`src/hw/perf_pkg.sv`:
```
package perf_pkg;

  // ---------------------------------------------------------------------
  // bus and counter widths
  // ---------------------------------------------------------------------
  localparam int addr_width = 20;
  localparam int data_width = 16;
  localparam int id_width   = 4;
  localparam int strb_width = data_width / 8;
  localparam int stat_width = 32;

  typedef logic [addr_width-1:0] addr_t;
  typedef logic [data_width-1:0] data_t;
  typedef logic [strb_width-1:0] strb_t;
  typedef logic [id_width-1:0]   id_t;
  typedef logic [7:0]            beats_t;
  typedef logic [15:0]           burst_cnt_t;
  typedef logic [2:0]            size_t;
  typedef logic [1:0]            resp_t;
  typedef logic [stat_width-1:0] stat_t;

  // axi encodings
  localparam logic [1:0] burst_incr = 2'b01;
  localparam resp_t      resp_okay  = 2'b00;

  // ---------------------------------------------------------------------
  // run configuration and channel payloads
  // ---------------------------------------------------------------------
  typedef struct packed {
    addr_t      base_addr;
    beats_t     burst_beats;
    addr_t      burst_stride;
    burst_cnt_t burst_num;
    size_t      awsize;
  } perf_cfg_t;

  typedef struct packed {
    addr_t      addr;
    id_t        id;
    beats_t     len;
    size_t      size;
    logic [1:0] burst;
  } axi_aw_t;

  typedef struct packed {
    data_t data;
    strb_t strb;
    logic  last;
  } axi_w_t;

  typedef struct packed {
    id_t   id;
    resp_t resp;
  } axi_b_t;

  typedef struct packed {
    stat_t aw_count;
    stat_t w_count;
    stat_t b_count;
    stat_t b_err_count;
  } perf_stats_t;

  typedef enum logic {IDLE, RUNNING} run_state_t;

  typedef enum logic [1:0] {ADDR, DATA, RESP} wr_phase_t;

endpackage

```
`src/hw/perf_run_ctrl.sv`:
```
`timescale 1ns/1ps

module perf_run_ctrl (
  input  logic                 clk,
  input  logic                 rst_n,
  input  logic                 start,
  input  logic                 clear,
  input  perf_pkg::burst_cnt_t burst_num,
  input  logic                 burst_done,
  input  logic                 last_burst,
  output logic                 run_start,
  output logic                 stat_clear,
  output logic                 idle
);

  perf_pkg::run_state_t state;
  perf_pkg::run_state_t state_next;
  logic                 launch;

  // empty runs are dropped here
  assign launch = (state == perf_pkg::IDLE) && start && (burst_num != '0);

  always_comb begin
    state_next = state;
    case (state)
      perf_pkg::IDLE: begin
        if (launch) begin
          state_next = perf_pkg::RUNNING;
        end
      end
      perf_pkg::RUNNING: begin
        if (burst_done && last_burst) begin
          state_next = perf_pkg::IDLE;
        end
      end
      default: begin
        state_next = perf_pkg::IDLE;
      end
    endcase
  end

  always_ff @(posedge clk) begin
    if (!rst_n) begin
      state      <= perf_pkg::IDLE;
      run_start  <= 1'b0;
      stat_clear <= 1'b0;
    end else begin
      state      <= state_next;
      run_start  <= launch;
      stat_clear <= clear && (state == perf_pkg::IDLE);
    end
  end

  assign idle = (state == perf_pkg::IDLE);

  // only the first running cycle may carry the launch pulse
  a_no_restart: assert property (@(posedge clk) disable iff (!rst_n)
    (state == perf_pkg::RUNNING) && $past(state == perf_pkg::RUNNING) |-> !run_start);

endmodule

```
`src/hw/burst_counter.sv`:
```
`timescale 1ns/1ps

module burst_counter (
  input  logic                clk,
  input  logic                rst_n,
  input  logic                run_start,
  input  logic                beat_done,
  input  logic                burst_done,
  input  perf_pkg::perf_cfg_t cfg,
  output perf_pkg::addr_t     burst_addr,
  output perf_pkg::data_t     beat_idx,
  output logic                last_beat,
  output logic                last_burst
);

  // beat within the current burst
  perf_pkg::beats_t     beat_cnt;
  perf_pkg::burst_cnt_t burst_idx;

  // ---------------------------------------------------------------------
  // indices
  // ---------------------------------------------------------------------
  always_ff @(posedge clk) begin
    if (!rst_n) begin
      beat_cnt  <= '0;
      burst_idx <= '0;
      beat_idx  <= '0;
    end else if (run_start) begin
      beat_cnt  <= '0;
      burst_idx <= '0;
      beat_idx  <= '0;
    end else begin
      if (beat_done) begin
        beat_cnt <= last_beat ? '0 : beat_cnt + 1'b1;
        // run-wide index, also the write data
        beat_idx <= beat_idx + 1'b1;
      end
      if (burst_done) begin
        burst_idx <= burst_idx + 1'b1;
      end
    end
  end

  // ---------------------------------------------------------------------
  // burst start address
  // ---------------------------------------------------------------------
  always_ff @(posedge clk) begin
    if (run_start) begin
      burst_addr <= cfg.base_addr;
    end else if (burst_done) begin
      burst_addr <= burst_addr + cfg.burst_stride;
    end
  end

  assign last_beat  = (beat_cnt == perf_pkg::beats_t'(cfg.burst_beats - 1'b1));
  assign last_burst = (burst_idx == perf_pkg::burst_cnt_t'(cfg.burst_num - 1'b1));

  // no w beat beyond the configured burst length
  a_beat_range: assert property (@(posedge clk) disable iff (!rst_n)
    beat_done |-> (beat_cnt < cfg.burst_beats));

  // the response only comes once every beat of the burst has gone out
  a_burst_complete: assert property (@(posedge clk) disable iff (!rst_n)
    burst_done |-> (beat_cnt == '0));

endmodule

```
`src/hw/wr_channel.sv`:
```
`timescale 1ns/1ps

module wr_channel (
  input  logic                clk,
  input  logic                rst_n,
  input  logic                run_start,
  input  perf_pkg::perf_cfg_t cfg,
  input  perf_pkg::addr_t     burst_addr,
  input  perf_pkg::data_t     beat_idx,
  input  logic                last_beat,
  input  logic                last_burst,
  output logic                beat_done,
  output logic                burst_done,

  output logic                aw_valid,
  output perf_pkg::axi_aw_t   aw,
  input  logic                aw_ready,
  output logic                w_valid,
  output perf_pkg::axi_w_t    w,
  input  logic                w_ready,
  input  logic                b_valid,
  input  perf_pkg::axi_b_t    b,
  output logic                b_ready
);

  perf_pkg::wr_phase_t phase;
  logic                aw_hs;

  assign aw_hs      = aw_valid && aw_ready;
  assign beat_done  = w_valid && w_ready;
  assign burst_done = b_valid && b_ready;
  assign b_ready    = (phase == perf_pkg::RESP);

  // ---------------------------------------------------------------------
  // phase sequencing, one burst in flight
  // ---------------------------------------------------------------------
  always_ff @(posedge clk) begin
    if (!rst_n) begin
      phase    <= perf_pkg::ADDR;
      aw_valid <= 1'b0;
      w_valid  <= 1'b0;
    end else begin
      case (phase)
        perf_pkg::ADDR: begin
          if (run_start) begin
            aw_valid <= 1'b1;
          end else if (aw_hs) begin
            aw_valid <= 1'b0;
            w_valid  <= 1'b1;
            phase    <= perf_pkg::DATA;
          end
        end
        perf_pkg::DATA: begin
          if (beat_done && last_beat) begin
            w_valid <= 1'b0;
            phase   <= perf_pkg::RESP;
          end
        end
        perf_pkg::RESP: begin
          if (burst_done) begin
            phase <= perf_pkg::ADDR;
            // next burst unless the run is over
            aw_valid <= !last_burst;
          end
        end
        default: begin
          phase <= perf_pkg::ADDR;
        end
      endcase
    end
  end

  // ---------------------------------------------------------------------
  // payloads
  // ---------------------------------------------------------------------
  assign aw = '{
    addr:  burst_addr,
    id:    '0,
    len:   perf_pkg::beats_t'(cfg.burst_beats - 1'b1),
    size:  cfg.awsize,
    burst: perf_pkg::burst_incr
  };

  assign w = '{
    data: beat_idx,
    strb: '1,
    last: last_beat
  };

  a_aw_stable: assert property (@(posedge clk) disable iff (!rst_n)
    aw_valid && !aw_ready |=> aw_valid && $stable(aw));

  a_w_stable: assert property (@(posedge clk) disable iff (!rst_n)
    w_valid && !w_ready |=> w_valid && $stable(w));

  // response must belong to the burst we issued
  a_b_id: assert property (@(posedge clk) disable iff (!rst_n)
    burst_done |-> (b.id == aw.id));

endmodule

```
`src/hw/wr_stats.sv`:
```
`timescale 1ns/1ps

module wr_stats (
  input  logic                  clk,
  input  logic                  rst_n,
  input  logic                  stat_clear,
  input  logic                  aw_valid,
  input  logic                  aw_ready,
  input  logic                  w_valid,
  input  logic                  w_ready,
  input  logic                  b_valid,
  input  logic                  b_ready,
  input  perf_pkg::axi_b_t      b,
  output perf_pkg::perf_stats_t stats
);

  logic aw_hs;
  logic w_hs;
  logic b_hs;
  logic b_err;

  // holds at all ones
  function automatic perf_pkg::stat_t sat_inc(input perf_pkg::stat_t cnt, input logic en);
    perf_pkg::stat_t nxt;
    nxt = cnt;
    if (en && (cnt != '1)) begin
      nxt = cnt + 1'b1;
    end
    return nxt;
  endfunction

  assign aw_hs = aw_valid && aw_ready;
  assign w_hs  = w_valid && w_ready;
  assign b_hs  = b_valid && b_ready;
  assign b_err = b_hs && (b.resp != perf_pkg::resp_okay);

  // ---------------------------------------------------------------------
  // counters
  // ---------------------------------------------------------------------
  always_ff @(posedge clk) begin
    if (!rst_n) begin
      stats <= '0;
    end else if (stat_clear) begin
      stats <= '0;
    end else begin
      stats.aw_count    <= sat_inc(stats.aw_count, aw_hs);
      stats.w_count     <= sat_inc(stats.w_count, w_hs);
      stats.b_count     <= sat_inc(stats.b_count, b_hs);
      stats.b_err_count <= sat_inc(stats.b_err_count, b_err);
    end
  end

endmodule

```
`src/hw/axi_perf_top.sv`:
```
`timescale 1ns/1ps

module axi_perf_top (
  input  logic                  clk,
  input  logic                  rst_n,

  input  logic                  start,
  input  logic                  clear,
  input  perf_pkg::perf_cfg_t   cfg,
  output logic                  idle,
  output perf_pkg::perf_stats_t stats,

  output logic                  aw_valid,
  output perf_pkg::axi_aw_t     aw,
  input  logic                  aw_ready,
  output logic                  w_valid,
  output perf_pkg::axi_w_t      w,
  input  logic                  w_ready,
  input  logic                  b_valid,
  input  perf_pkg::axi_b_t      b,
  output logic                  b_ready
);

  logic            run_start;
  logic            stat_clear;
  logic            beat_done;
  logic            burst_done;
  perf_pkg::addr_t burst_addr;
  perf_pkg::data_t beat_idx;
  logic            last_beat;
  logic            last_burst;

  // ---------------------------------------------------------------------
  // run control
  // ---------------------------------------------------------------------
  perf_run_ctrl u_perf_run_ctrl (
    .clk        (clk),
    .rst_n      (rst_n),
    .start      (start),
    .clear      (clear),
    .burst_num  (cfg.burst_num),
    .burst_done (burst_done),
    .last_burst (last_burst),
    .run_start  (run_start),
    .stat_clear (stat_clear),
    .idle       (idle)
  );

  burst_counter u_burst_counter (
    .clk        (clk),
    .rst_n      (rst_n),
    .run_start  (run_start),
    .beat_done  (beat_done),
    .burst_done (burst_done),
    .cfg        (cfg),
    .burst_addr (burst_addr),
    .beat_idx   (beat_idx),
    .last_beat  (last_beat),
    .last_burst (last_burst)
  );

  // ---------------------------------------------------------------------
  // write channels and statistics
  // ---------------------------------------------------------------------
  wr_channel u_wr_channel (
    .clk        (clk),
    .rst_n      (rst_n),
    .run_start  (run_start),
    .cfg        (cfg),
    .burst_addr (burst_addr),
    .beat_idx   (beat_idx),
    .last_beat  (last_beat),
    .last_burst (last_burst),
    .beat_done  (beat_done),
    .burst_done (burst_done),
    .aw_valid   (aw_valid),
    .aw         (aw),
    .aw_ready   (aw_ready),
    .w_valid    (w_valid),
    .w          (w),
    .w_ready    (w_ready),
    .b_valid    (b_valid),
    .b          (b),
    .b_ready    (b_ready)
  );

  wr_stats u_wr_stats (
    .clk        (clk),
    .rst_n      (rst_n),
    .stat_clear (stat_clear),
    .aw_valid   (aw_valid),
    .aw_ready   (aw_ready),
    .w_valid    (w_valid),
    .w_ready    (w_ready),
    .b_valid    (b_valid),
    .b_ready    (b_ready),
    .b          (b),
    .stats      (stats)
  );

endmodule

```
`config.mk`:
```
export PLATFORM = sky130hd
export DESIGN_NAME = axi_perf_top
export DESIGN_NICKNAME = d
export VERILOG_FILES = /design/src/hw/perf_pkg.sv /design/src/hw/perf_run_ctrl.sv /design/src/hw/burst_counter.sv /design/src/hw/wr_channel.sv /design/src/hw/wr_stats.sv /design/src/hw/axi_perf_top.sv
export SDC_FILE = /design/constraint.sdc
export NUM_CORES = 1
export LEC_CHECK = 0
export BUFFER_PORTS_ARGS = -buffer_cell sky130_fd_sc_hd__clkbuf_2
export CAP_MARGIN = 10
export CORE_MARGIN = 2
export CORE_UTILIZATION = 53
export CTS_BUF_LIST = sky130_fd_sc_hd__clkbuf_8
export CTS_CLUSTER_DIAMETER = 40
export CTS_CLUSTER_SIZE = 28
export DETAILED_ROUTE_END_ITERATION = 16
export PLACE_DENSITY = 0.8
export SLEW_MARGIN = 20
export SYNTH_ARGS = -nofsm -noshare
export SYNTH_HDL_FRONTEND = slang
export SYNTH_SLANG_ARGS = --single-unit
export TNS_END_PERCENT = 5
```
`constraint.sdc`:
```
create_clock -name clk -period 3.12 [get_ports clk]
set_input_delay 0.312 -clock clk [delete_from_list [all_inputs] [get_ports clk]]
set_output_delay 0.312 -clock clk [all_outputs]
set_load 0.01 [all_outputs]
```
==> run summary, run 1 <==
status: finished, final reports clean
pin count of the biggest net entering global routing: 59
Final Skew: 18.75 ps
min setup slack post-route: 288.3 ps
pwr dens: 381.5 mW/mm^2
RSZ-0062 raised after global routing: no
DRC Markers: 0
Seq/Total Area, Yosys: 39.17%
slowest CP cell: fa_1
post-cts resize count: 0
Critical Path Sink Type: register
internal power: 0.003388 W
PortBufs: 249
Cell Rows: 51
Ports: 268
max-cap violations: 0
non-filler instance count after layout: 1,745
Post-Place Cells: 1,713
core area: 0.01946 sq mm
clock slew at reported path FFs: 100 ps
Ys Warns: 0
sw frac: 27.99%
Synth Cell Area: 0.01048 sq mm
Area contributors post-synth: dfxtp_1, xor2_1, nor2_1, xnor2_1, edfxtp_1
crit path cell chain: ha_1, fa_1, a211oi_1, o21ai_1, a41oi_1, o21ai_1, a311o_1, xnor2_1, o21ai_0
dpl ws: 301.0 ps
RD Place Congestion: 0.8731
min cycle time layout: 2832 ps
Synth top area share: 33.44%
CTS sink cnt: 195
Vias: 9,314
initial core utilization: 53.83%
Slew @ Worst Pin: 759.5 ps
Inserted Clock Buffers: 17
initial DRC count: 351
drt pass-1 iters: 5
initial antenna violation count: 0
combinational group share of total power: 11.2%
All-Layer GR Usage: 23.15%
Final Hold Viols: 0
FILL cells: 1,678
Final Max Tran Viols: 0
CTS tree: done
Congestion Overflow GR: 0
min-delay worst type: in2reg
WP data required: 3310 ps
Psw: 0.001316 W
later-pin clock latency in the skew report: 470 ps
wire per inst: 14.01 microns
Setup CP Type: reg2reg
Critical Path Max Stage Delay: 440 ps
Slew headroom: 49.30%
vias in the first global route: 8,547
Inserted Diodes: 0
die area: 0.02091 sq mm
Primary FF master, synth: dfxtp_1
Root Buffer: clkbuf_8
Max clock buf depth: 2
Peak Freq: 0.3531 GHz
Vias/cell: 5.338
fin crit share: 90.76%
Post-CTS Hold Buffers: 0
peak supply drop: 0.2819 mV
Post-CTS Setup Bufs: 0
clock share of power: 33.6%
Final setup viols: 0
layout cells sized above 1: 21.55%
Critical Path AT: 3020 ps
P&R area growth vs syn: 17.67%
ys async rst share: 0%
Die Width: 144.6 microns
Syn Area/Cell: 8.511 sq um
synthesized flop and latch total: 195
fin util: 63.35%
Final HPWL DP: 18,420 microns
CP Max Fanout: 3
Syn Inst Count: 1,231
Total Nets Final: 1,576
Yosys cell types: 68
first-pass GRT wire length: 39,620 microns
Pleak: 5.013 nW
startpoint types: register
Routed WL: 24,450 microns
TNS Setup: 0 ps
Post-synth EDFFs: 20
sequential group share of total power: 55.2%
most frequent cells after synthesis: nor2_1, dfxtp_1, nand2_1
Die Y: 144.6 microns
Yosys top cell by area: dfxtp_1
H-tree lvl count: 4
count leader, synth: nor2_1
CP dominant cell by count: o21ai_1
post-route ant nets: 0
placed cells by master (no fill, tap or decap), types with 29 or more instances in the layout:
cell type  Yosys  routed
clkbuf_2       0     249
nor2_1       176     176
dfxtp_1      175     175
nand2_1      109     109
xor2_1       106     106
xnor2_1       75      75
a21oi_1       55      55
nand3_1       55      55
o21ai_0       46      46
nand4_1       42      42
nor3_1        34      34
inv_1         33      33
and3_1        32      32
or3_1         29      29
layer usage:
layer / wire length [microns] / share of wire (%) / track usage, % / vias to the layer above
li1: - / - / - / 4767
met1: 10930 / 45 / 29.00 / 4295
met2: 11610 / 48 / 39.74 / 224
met3: 1476 / 6.0 / 5.298 / 28
met4: 425 / 1.7 / 7.001 / 0
met5: 0 / 0 / 0 / -
final timing paths:
check	from	slack, ps	end	depth (start not counted)
worst min-delay path	clear	110	u_perf_run_ctrl.stat_clear	2
worst max register to register	u_burst_counter.burst_addr[0]	290	u_burst_counter.burst_addr[18]	9
worst min register to register	u_burst_counter.beat_idx[10]	510	u_burst_counter.beat_idx[10]	2
worst max-delay path	u_burst_counter.burst_addr[0]	290	u_burst_counter.burst_addr[18]	9
critical path, delay by kind of cell, from the launching register on:
kind	cells	cell delay, ps
DFF	1	400
AOI/OAI and AO/OA	6	1350
adders and majority gates	2	680
xor gates and xnor gates	1	130
sequential cells by signal (all words and copies together), names as in the netlist, 2 cells and up:
register / cells
u_burst_counter.beat_idx: 16
u_wr_channel.phase: 2
u_burst_counter.burst_addr: 20
u_wr_stats.stats: 128
u_burst_counter.burst_idx: 16
u_burst_counter.beat_cnt: 8
final cells by class:
type / count / area [sq um] / area share, %
Sequential cell: 195 / 4104 / 33.29
Clock inverter: 15 / 138.9 / 1.126
Clock buffer: 17 / 234.0 / 1.898
Tap cell: 265 / 331.6 / 2.689
Multi-Input combinational cell: 958 / 6041 / 49.00
Inverter: 33 / 123.9 / 1.005
Timing Repair Buffer: 262 / 1356 / 11.00
stage by stage:
step	power (W)	hold slack [ps]	cell area, sq um
6_report	0.004704	108.1	12330
2_1_floorplan	0.003013	429.8	10500
4_1_cts	0.004760	70.86	12320
3_3_place_gp	0.003167	474.4	11950
5_1_grt	0.004919	83.52	12330
3_5_place_dp	0.003180	487.0	11950
power groups by stage:
stage               registers, W  logic, W  clock network [W]
floorplan                0.00266  0.000355                  0
global placement         0.00265  0.000514                  0
finish                   0.00260  0.000526            0.00158
detailed placement       0.00265  0.000525                  0
global route             0.00260  0.000590            0.00173
CTS                      0.00260  0.000528            0.00163
logic make-up (layout without fill, tap and decap cells):
logic type / count (synthesis) / count (layout) / synth area share (%)
AO/OA/AOI/OAI: 158 / 158 / 9.362
XOR/XNOR: 184 / 184 / 15.81
adder cells (fa/ha/maj): 29 / 29 / 3.535
buffers and inverters: 84 / 327 / 3.535
flip-flops: 195 / 195 / 39.17
multiplexers: 8 / 8 / 0.8001
other: 2 / 8 / 0.07168
AND/OR/NAND/NOR: 571 / 571 / 27.72
(Power assumes the default switching activity.)
==> run 2: changes to the inputs <==
Settings changed: CORE_UTILIZATION 53 to 55, PLACE_DENSITY 0.8 to 0.81, SYNTH_HIERARCHICAL set to 1.
==> run 2 against run 1 <==
- cell count increased by 9.2%
- synthesized area grew 13%
- clock skew up 2.1 ps
- utilization is 0.36 points higher
- register-to-register slack better by 230 ps
- routed wire length up 23%
- maximum frequency up 8.7%
- clock power increased by 12%
- critical path type unchanged
- largest cell class unchanged
- largest power group unchanged
==> run summary, run 2 <==
status: finished, final reports clean
CTS tree: done
Final HPWL DP: 22,070 microns
initial antenna violation count: 0
Slew @ Worst Pin: 871.9 ps
Vias/cell: 5.942
drt pass-1 iters: 5
Slew headroom: 41.75%
total power: 0.004975 W
Synth Area in Adders: 3.233%
Die Y: 150.7 microns
clock slew at reported path FFs: 110 ps
RD Place Congestion: 0.9231
Reg2Reg Launch Point: u_wr_stats/stats[48]
Vias: 11,320
CP Max Fanout: 20
Root Buffer: clkbuf_8
met1 wire length: 13,320 microns
Final Max Tran Viols: 0
Congestion Overflow GR: 0
vias in the first global route: 10,064
CTS sink cnt: 195
largest family of logic cells by synthesized area: simple AND/OR/NAND/NOR gates
Critical Path AT: 2940 ps
most common cell after layout, fill and taps aside: clkbuf_2
count leader, synth: dfxtp_1
most frequent cells in the layout: clkbuf_2, dfxtp_1, nand2_1
Post-CTS Setup Bufs: 0
initial DRC count: 619
Total Nets Final: 1,727
later-pin clock latency in the skew report: 470 ps
synthesized flop and latch total: 195
Pleak: 5.004 nW
Worst setup startpoint: u_wr_stats/stats[48]
PortBufs: 249
min-delay worst type: in2reg
layout cells sized above 1: 21.41%
DRC Markers: 0
Synth Cell Area: 0.01184 sq mm
Post-CTS Hold Buffers: 0
most frequent cells after synthesis: dfxtp_1, nand2_1, nor2_1
wire per inst: 15.75 microns
first-pass GRT wire length: 48,130 microns
post-synthesis compound-gate area fraction: 16.33%
Setup CP Type: reg2reg
P&R area growth vs syn: 13.44%
Hold Slack: 56.25 ps
Die Width: 150.7 microns
initial core utilization: 56.16%
Met2 Wirelength: 14,250 microns
routed wl met3: 1837 microns
peak supply drop: 0.2981 mV
non-filler instance count after layout: 1,905
max reg flops: 128
Ys Warns: 6
core area: 0.02109 sq mm
max-cap violations: 0
Final Skew: 20.82 ps
Post-Place Cells: 1,873
Final Hold Viols: 0
post-route ant nets: 0
post-synthesis mux area share: 1.965%
pin count of the biggest net entering global routing: 59
Primary FF master, synth: dfxtp_1
Final setup viols: 0
Post-synth EDFFs: 20
fin crit share: 83.46%
startpoint types: register
largest reg by FF count: u_wr_stats/stats
All-Layer GR Usage: 25.68%
Inserted Clock Buffers: 17
Routed WL: 30,010 microns
Syn Inst Count: 1,427
Inserted Diodes: 0
Reg2Reg Setup Slack: 520 ps
Post-Synth Simple-Gate Area: 28.94%
Seq/Total Area, Yosys: 34.65%
Area contributors post-synth: dfxtp_1, xnor2_1, edfxtp_1, a21oi_1, nand2_1
Max clock buf depth: 2
H-tree lvl count: 4
RSZ-0062 raised after global routing: no
post-synthesis xor/xnor area fraction: 8.504%
hold path start: clear
Critical Path Sink Type: register
Syn Area/Cell: 8.300 sq um
TNS Setup: 0 ps
Yosys top cell by area: dfxtp_1
Cell Rows: 53
Synth top area share: 29.58%
pwr dens: 370.3 mW/mm^2
die area: 0.02272 sq mm
Ports: 268
Peak Freq: 0.3840 GHz
largest registers: u_wr_stats/stats: 128 flops, u_burst_counter/burst_addr: 20 flops
ys async rst share: 0%
WP data required: 3450 ps
min cycle time layout: 2604 ps
top routing layer in use: met4
post-cts resize count: 0
Yosys cell types: 77
==> run 2: changes by cell type after synthesis, sizes merged, moves of 10 or more <==
| cell | previous run | this run |
|---|---|---|
| or2 | 3 | 13 |
| nand2b | 9 | 21 |
| nand2 | 109 | 125 |
| or4 | 1 | 40 |
| a21oi | 55 | 105 |
| o21ai | 48 | 65 |
| xor2 | 106 | 46 |
| buf | 21 | 63 |
| o31ai | 6 | 36 |
| and4 | 24 | 11 |
| mux2i | 5 | 21 |
| nor4 | 16 | 43 |
| nor2 | 176 | 114 |
==> run 2: final cells by class <==
type                       count  area, sq um
clock inverter                15        193.9
fill                        1872         7652
timing repair buffer         267         1381
sequential                   195         4104
multi-input combinational   1098         7036
clock buffer                  17        234.0
inverter                      38        142.6
tap                          275        344.1
==> run 2: stage by stage <==
| step | setup slack [ps] | area [sq um] | utilization (%) |
|---|---|---|---|
| after global routing | 355.2 | 13440 | 63.71 |
| final | 516.0 | 13440 | 63.71 |
| after detailed placement | 442.7 | 13010 | 61.68 |
| after global placement | 481.8 | 13010 | 61.68 |
| after CTS | 587.6 | 13440 | 63.71 |
| after floorplan | 789.9 | 11870 | - |
==> run 2: path summary, 6_finish.rpt <==
kind	end	cells after the start
worst max register to register	u_wr_stats/stats[61]	6
worst min register to register	u_wr_stats/stats[91]	2
worst max-delay path	u_wr_stats/stats[61]	6
worst min-delay path	u_perf_run_ctrl/stat_clear	2
==> run 2: power breakdown <==
part           total, W  internal, W  switching, W
clock network   0.00177     0.000758       0.00102
registers       0.00259      0.00257     0.0000199
logic          0.000607     0.000240      0.000366
==> run 2: logic make-up after synthesis <==
group / after synthesis
fa+ha+maj: 30
flops: 195
simple gates: 617
other cells: 2
mux: 23
compound gates: 305
buf+inv: 140
xor+xnor: 115
==> run 2: worst max-delay path: stages, from the launching register on <==
cell and delay [ps]:
dfxtp_1 490, nand4_1 320, or4_1 740, o21ai_2 390
buf_4 300, or4_1 160, a21oi_1 70
==> run 2: metal layers <==
layer	vias to the layer above	GRT usage [%]
li1	5595	-
met1	5327	34.43
met2	349	42.36
met3	49	3.939
met4	0	8.645
met5	-	0
==> run 3: changes to the inputs <==
Clock period 3.12 ns to 2.4 ns, I/O delays scaled along.
==> run 3 against run 2 <==
- die area stayed put
- sequential cell count stayed put
- first-iteration DRC count is 6.6% lower
- register-to-register slack worse by 430 ps
- clock skew is 3.1 ps higher
- critical path depth is 1 lower
- cell count is 2.9% higher
- maximum frequency is 13% higher
- global-route usage is 0.25 points higher
==> run summary, run 3 (same netlist as run 2, synthesis figures left out) <==
status: finished, final reports clean
Critical Path Sink Type: register
Die Y: 150.7 microns
P&R area growth vs syn: 17.59%
Vias: 11,486
H-tree lvl count: 4
peak supply drop: 0.3451 mV
sequential cell area: 0.004106 sq mm
Psw: 0.001812 W
min cycle time layout: 2311 ps
Pleak: 5.305 nW
post-route ant nets: 0
Cell Rows: 53
Die Width: 150.7 microns
CTS sink cnt: 195
RD Place Congestion: 0.9003
All-Layer GR Usage: 25.94%
Final Skew: 23.92 ps
max-cap violations: 0
Post-CTS Setup Bufs: 0
hold path start: start
most common cell after layout, fill and taps aside: clkbuf_2
most frequent cells in the layout: clkbuf_2, dfxtp_1, nand2_1
Max clock buf depth: 2
Final setup viols: 0
Reg2Reg Launch Point: u_wr_stats/stats[36]
FILL cells: 1,841
Worst setup startpoint: u_wr_stats/stats[36]
Slew @ Worst Pin: 722.6 ps
first-pass GRT wire length: 48,750 microns
initial core utilization: 56.16%
CP Max Fanout: 8
clock share of power: 35.2%
pwr dens: 465.3 mW/mm^2
Setup CP Type: reg2reg
Final HPWL DP: 23,040 microns
startpoint types: register
Reg2Reg Setup Slack: 90 ps
Congestion Overflow GR: 0
Total Nets Final: 1,783
Routed WL: 30,460 microns
Vias/cell: 5.857
drt pass-1 iters: 5
sw frac: 27.97%
largest reg by FF count: u_wr_stats/stats
later-pin clock latency in the skew report: 470 ps
max reg flops: 128
CTS tree: done
total power: 0.006480 W
core area: 0.02109 sq mm
combinational group share of total power: 12.8%
initial DRC count: 578
internal power: 0.004667 W
Post-Place Cells: 1,928
die area: 0.02272 sq mm
RSZ-0062 raised after global routing: yes
Final Hold Viols: 0
WP data required: 2790 ps
Multi-input gate area: 0.007068 sq mm
Peak Freq: 0.4326 GHz
sequential group share of total power: 52.1%
PortBufs: 249
wire per inst: 15.53 microns
Slew headroom: 51.39%
largest registers: u_wr_stats/stats: 128 flops, u_burst_counter/burst_addr: 20 flops
clock slew at reported path FFs: 100 ps
layout cells sized above 1: 24.50%
fin crit share: 96.31%
pin count of the biggest net entering global routing: 38
DRC Markers: 0
min-delay worst type: in2reg
non-filler instance count after layout: 1,961
initial antenna violation count: 1
Root Buffer: clkbuf_8
vias in the first global route: 10,450
Final Max Tran Viols: 0
Inserted Diodes: 0
Critical Path AT: 2700 ps
fin util: 66.04%
Ports: 268
Hold Slack: 34.62 ps
Inserted Clock Buffers: 17
==> run 3: critical path, stage by stage, from the launching register on <==
cell and delay, ps:
dfxtp_1 420, nand4_1 250, nor4_1 480, nand3_1 370, or4_1 570, a21oi_1 160
==> run 3: what timing repair did <==
action	in CTS	in global routing
resized for setup	0	10
endpoints found under the hold margin	1	0
hold buffers	1	0
endpoints found under the setup margin	0	16
==> run 3: metal layers <==
metal | track usage (%) | routed length, microns | vias to the layer above
met5 | 0 | 11 | -
met3 | 3.879 | 1852 | 43
met2 | 44.07 | 14600 | 369
met1 | 34.08 | 13450 | 5364
met4 | 7.897 | 548 | 2
li1 | - | - | 5708
==> run 3: area by class of cell <==
cell class | instances | share of cell area [%]
Clock buffer | 17 | 1.680
Clock inverter | 15 | 1.428
Inverter | 38 | 1.024
Multi-Input combinational cell | 1098 | 50.75
Sequential cell | 195 | 29.49
Tap cell | 275 | 2.471
Timing Repair Buffer | 323 | 13.16
==> run 3: through the flow <==
step                setup TNS, ps  worst slack (ps)  area, sq um
floorplan                       0             69.90        11870
global placement                0             3.510        13450
detailed placement              0             9.549        13450
CTS                             0             64.36        13890
global route               -82.96            -37.58        13930
finish                          0             88.57        13930
==> run 3: power by group through the flow <==
| stage | Combinational (W) | Clock (W) | Sequential, W |
|---|---|---|---|
| 2_1_floorplan | 0.000577 | 0 | 0.00344 |
| 3_3_place_gp | 0.000788 | 0 | 0.00345 |
| 3_5_place_dp | 0.000808 | 0 | 0.00345 |
| 4_1_cts | 0.000813 | 0.00235 | 0.00337 |
| 5_1_grt | 0.000914 | 0.00248 | 0.00338 |
| 6_report | 0.000828 | 0.00228 | 0.00337 |
==> run 3: path summary, 6_finish.rpt <==
| path | end | cells after the start |
|---|---|---|
| min | u_perf_run_ctrl/state | 2 |
| max reg2reg | u_wr_stats/stats[57] | 5 |
| max | u_wr_stats/stats[57] | 5 |
| min reg2reg | u_wr_stats/stats[5] | 2 |
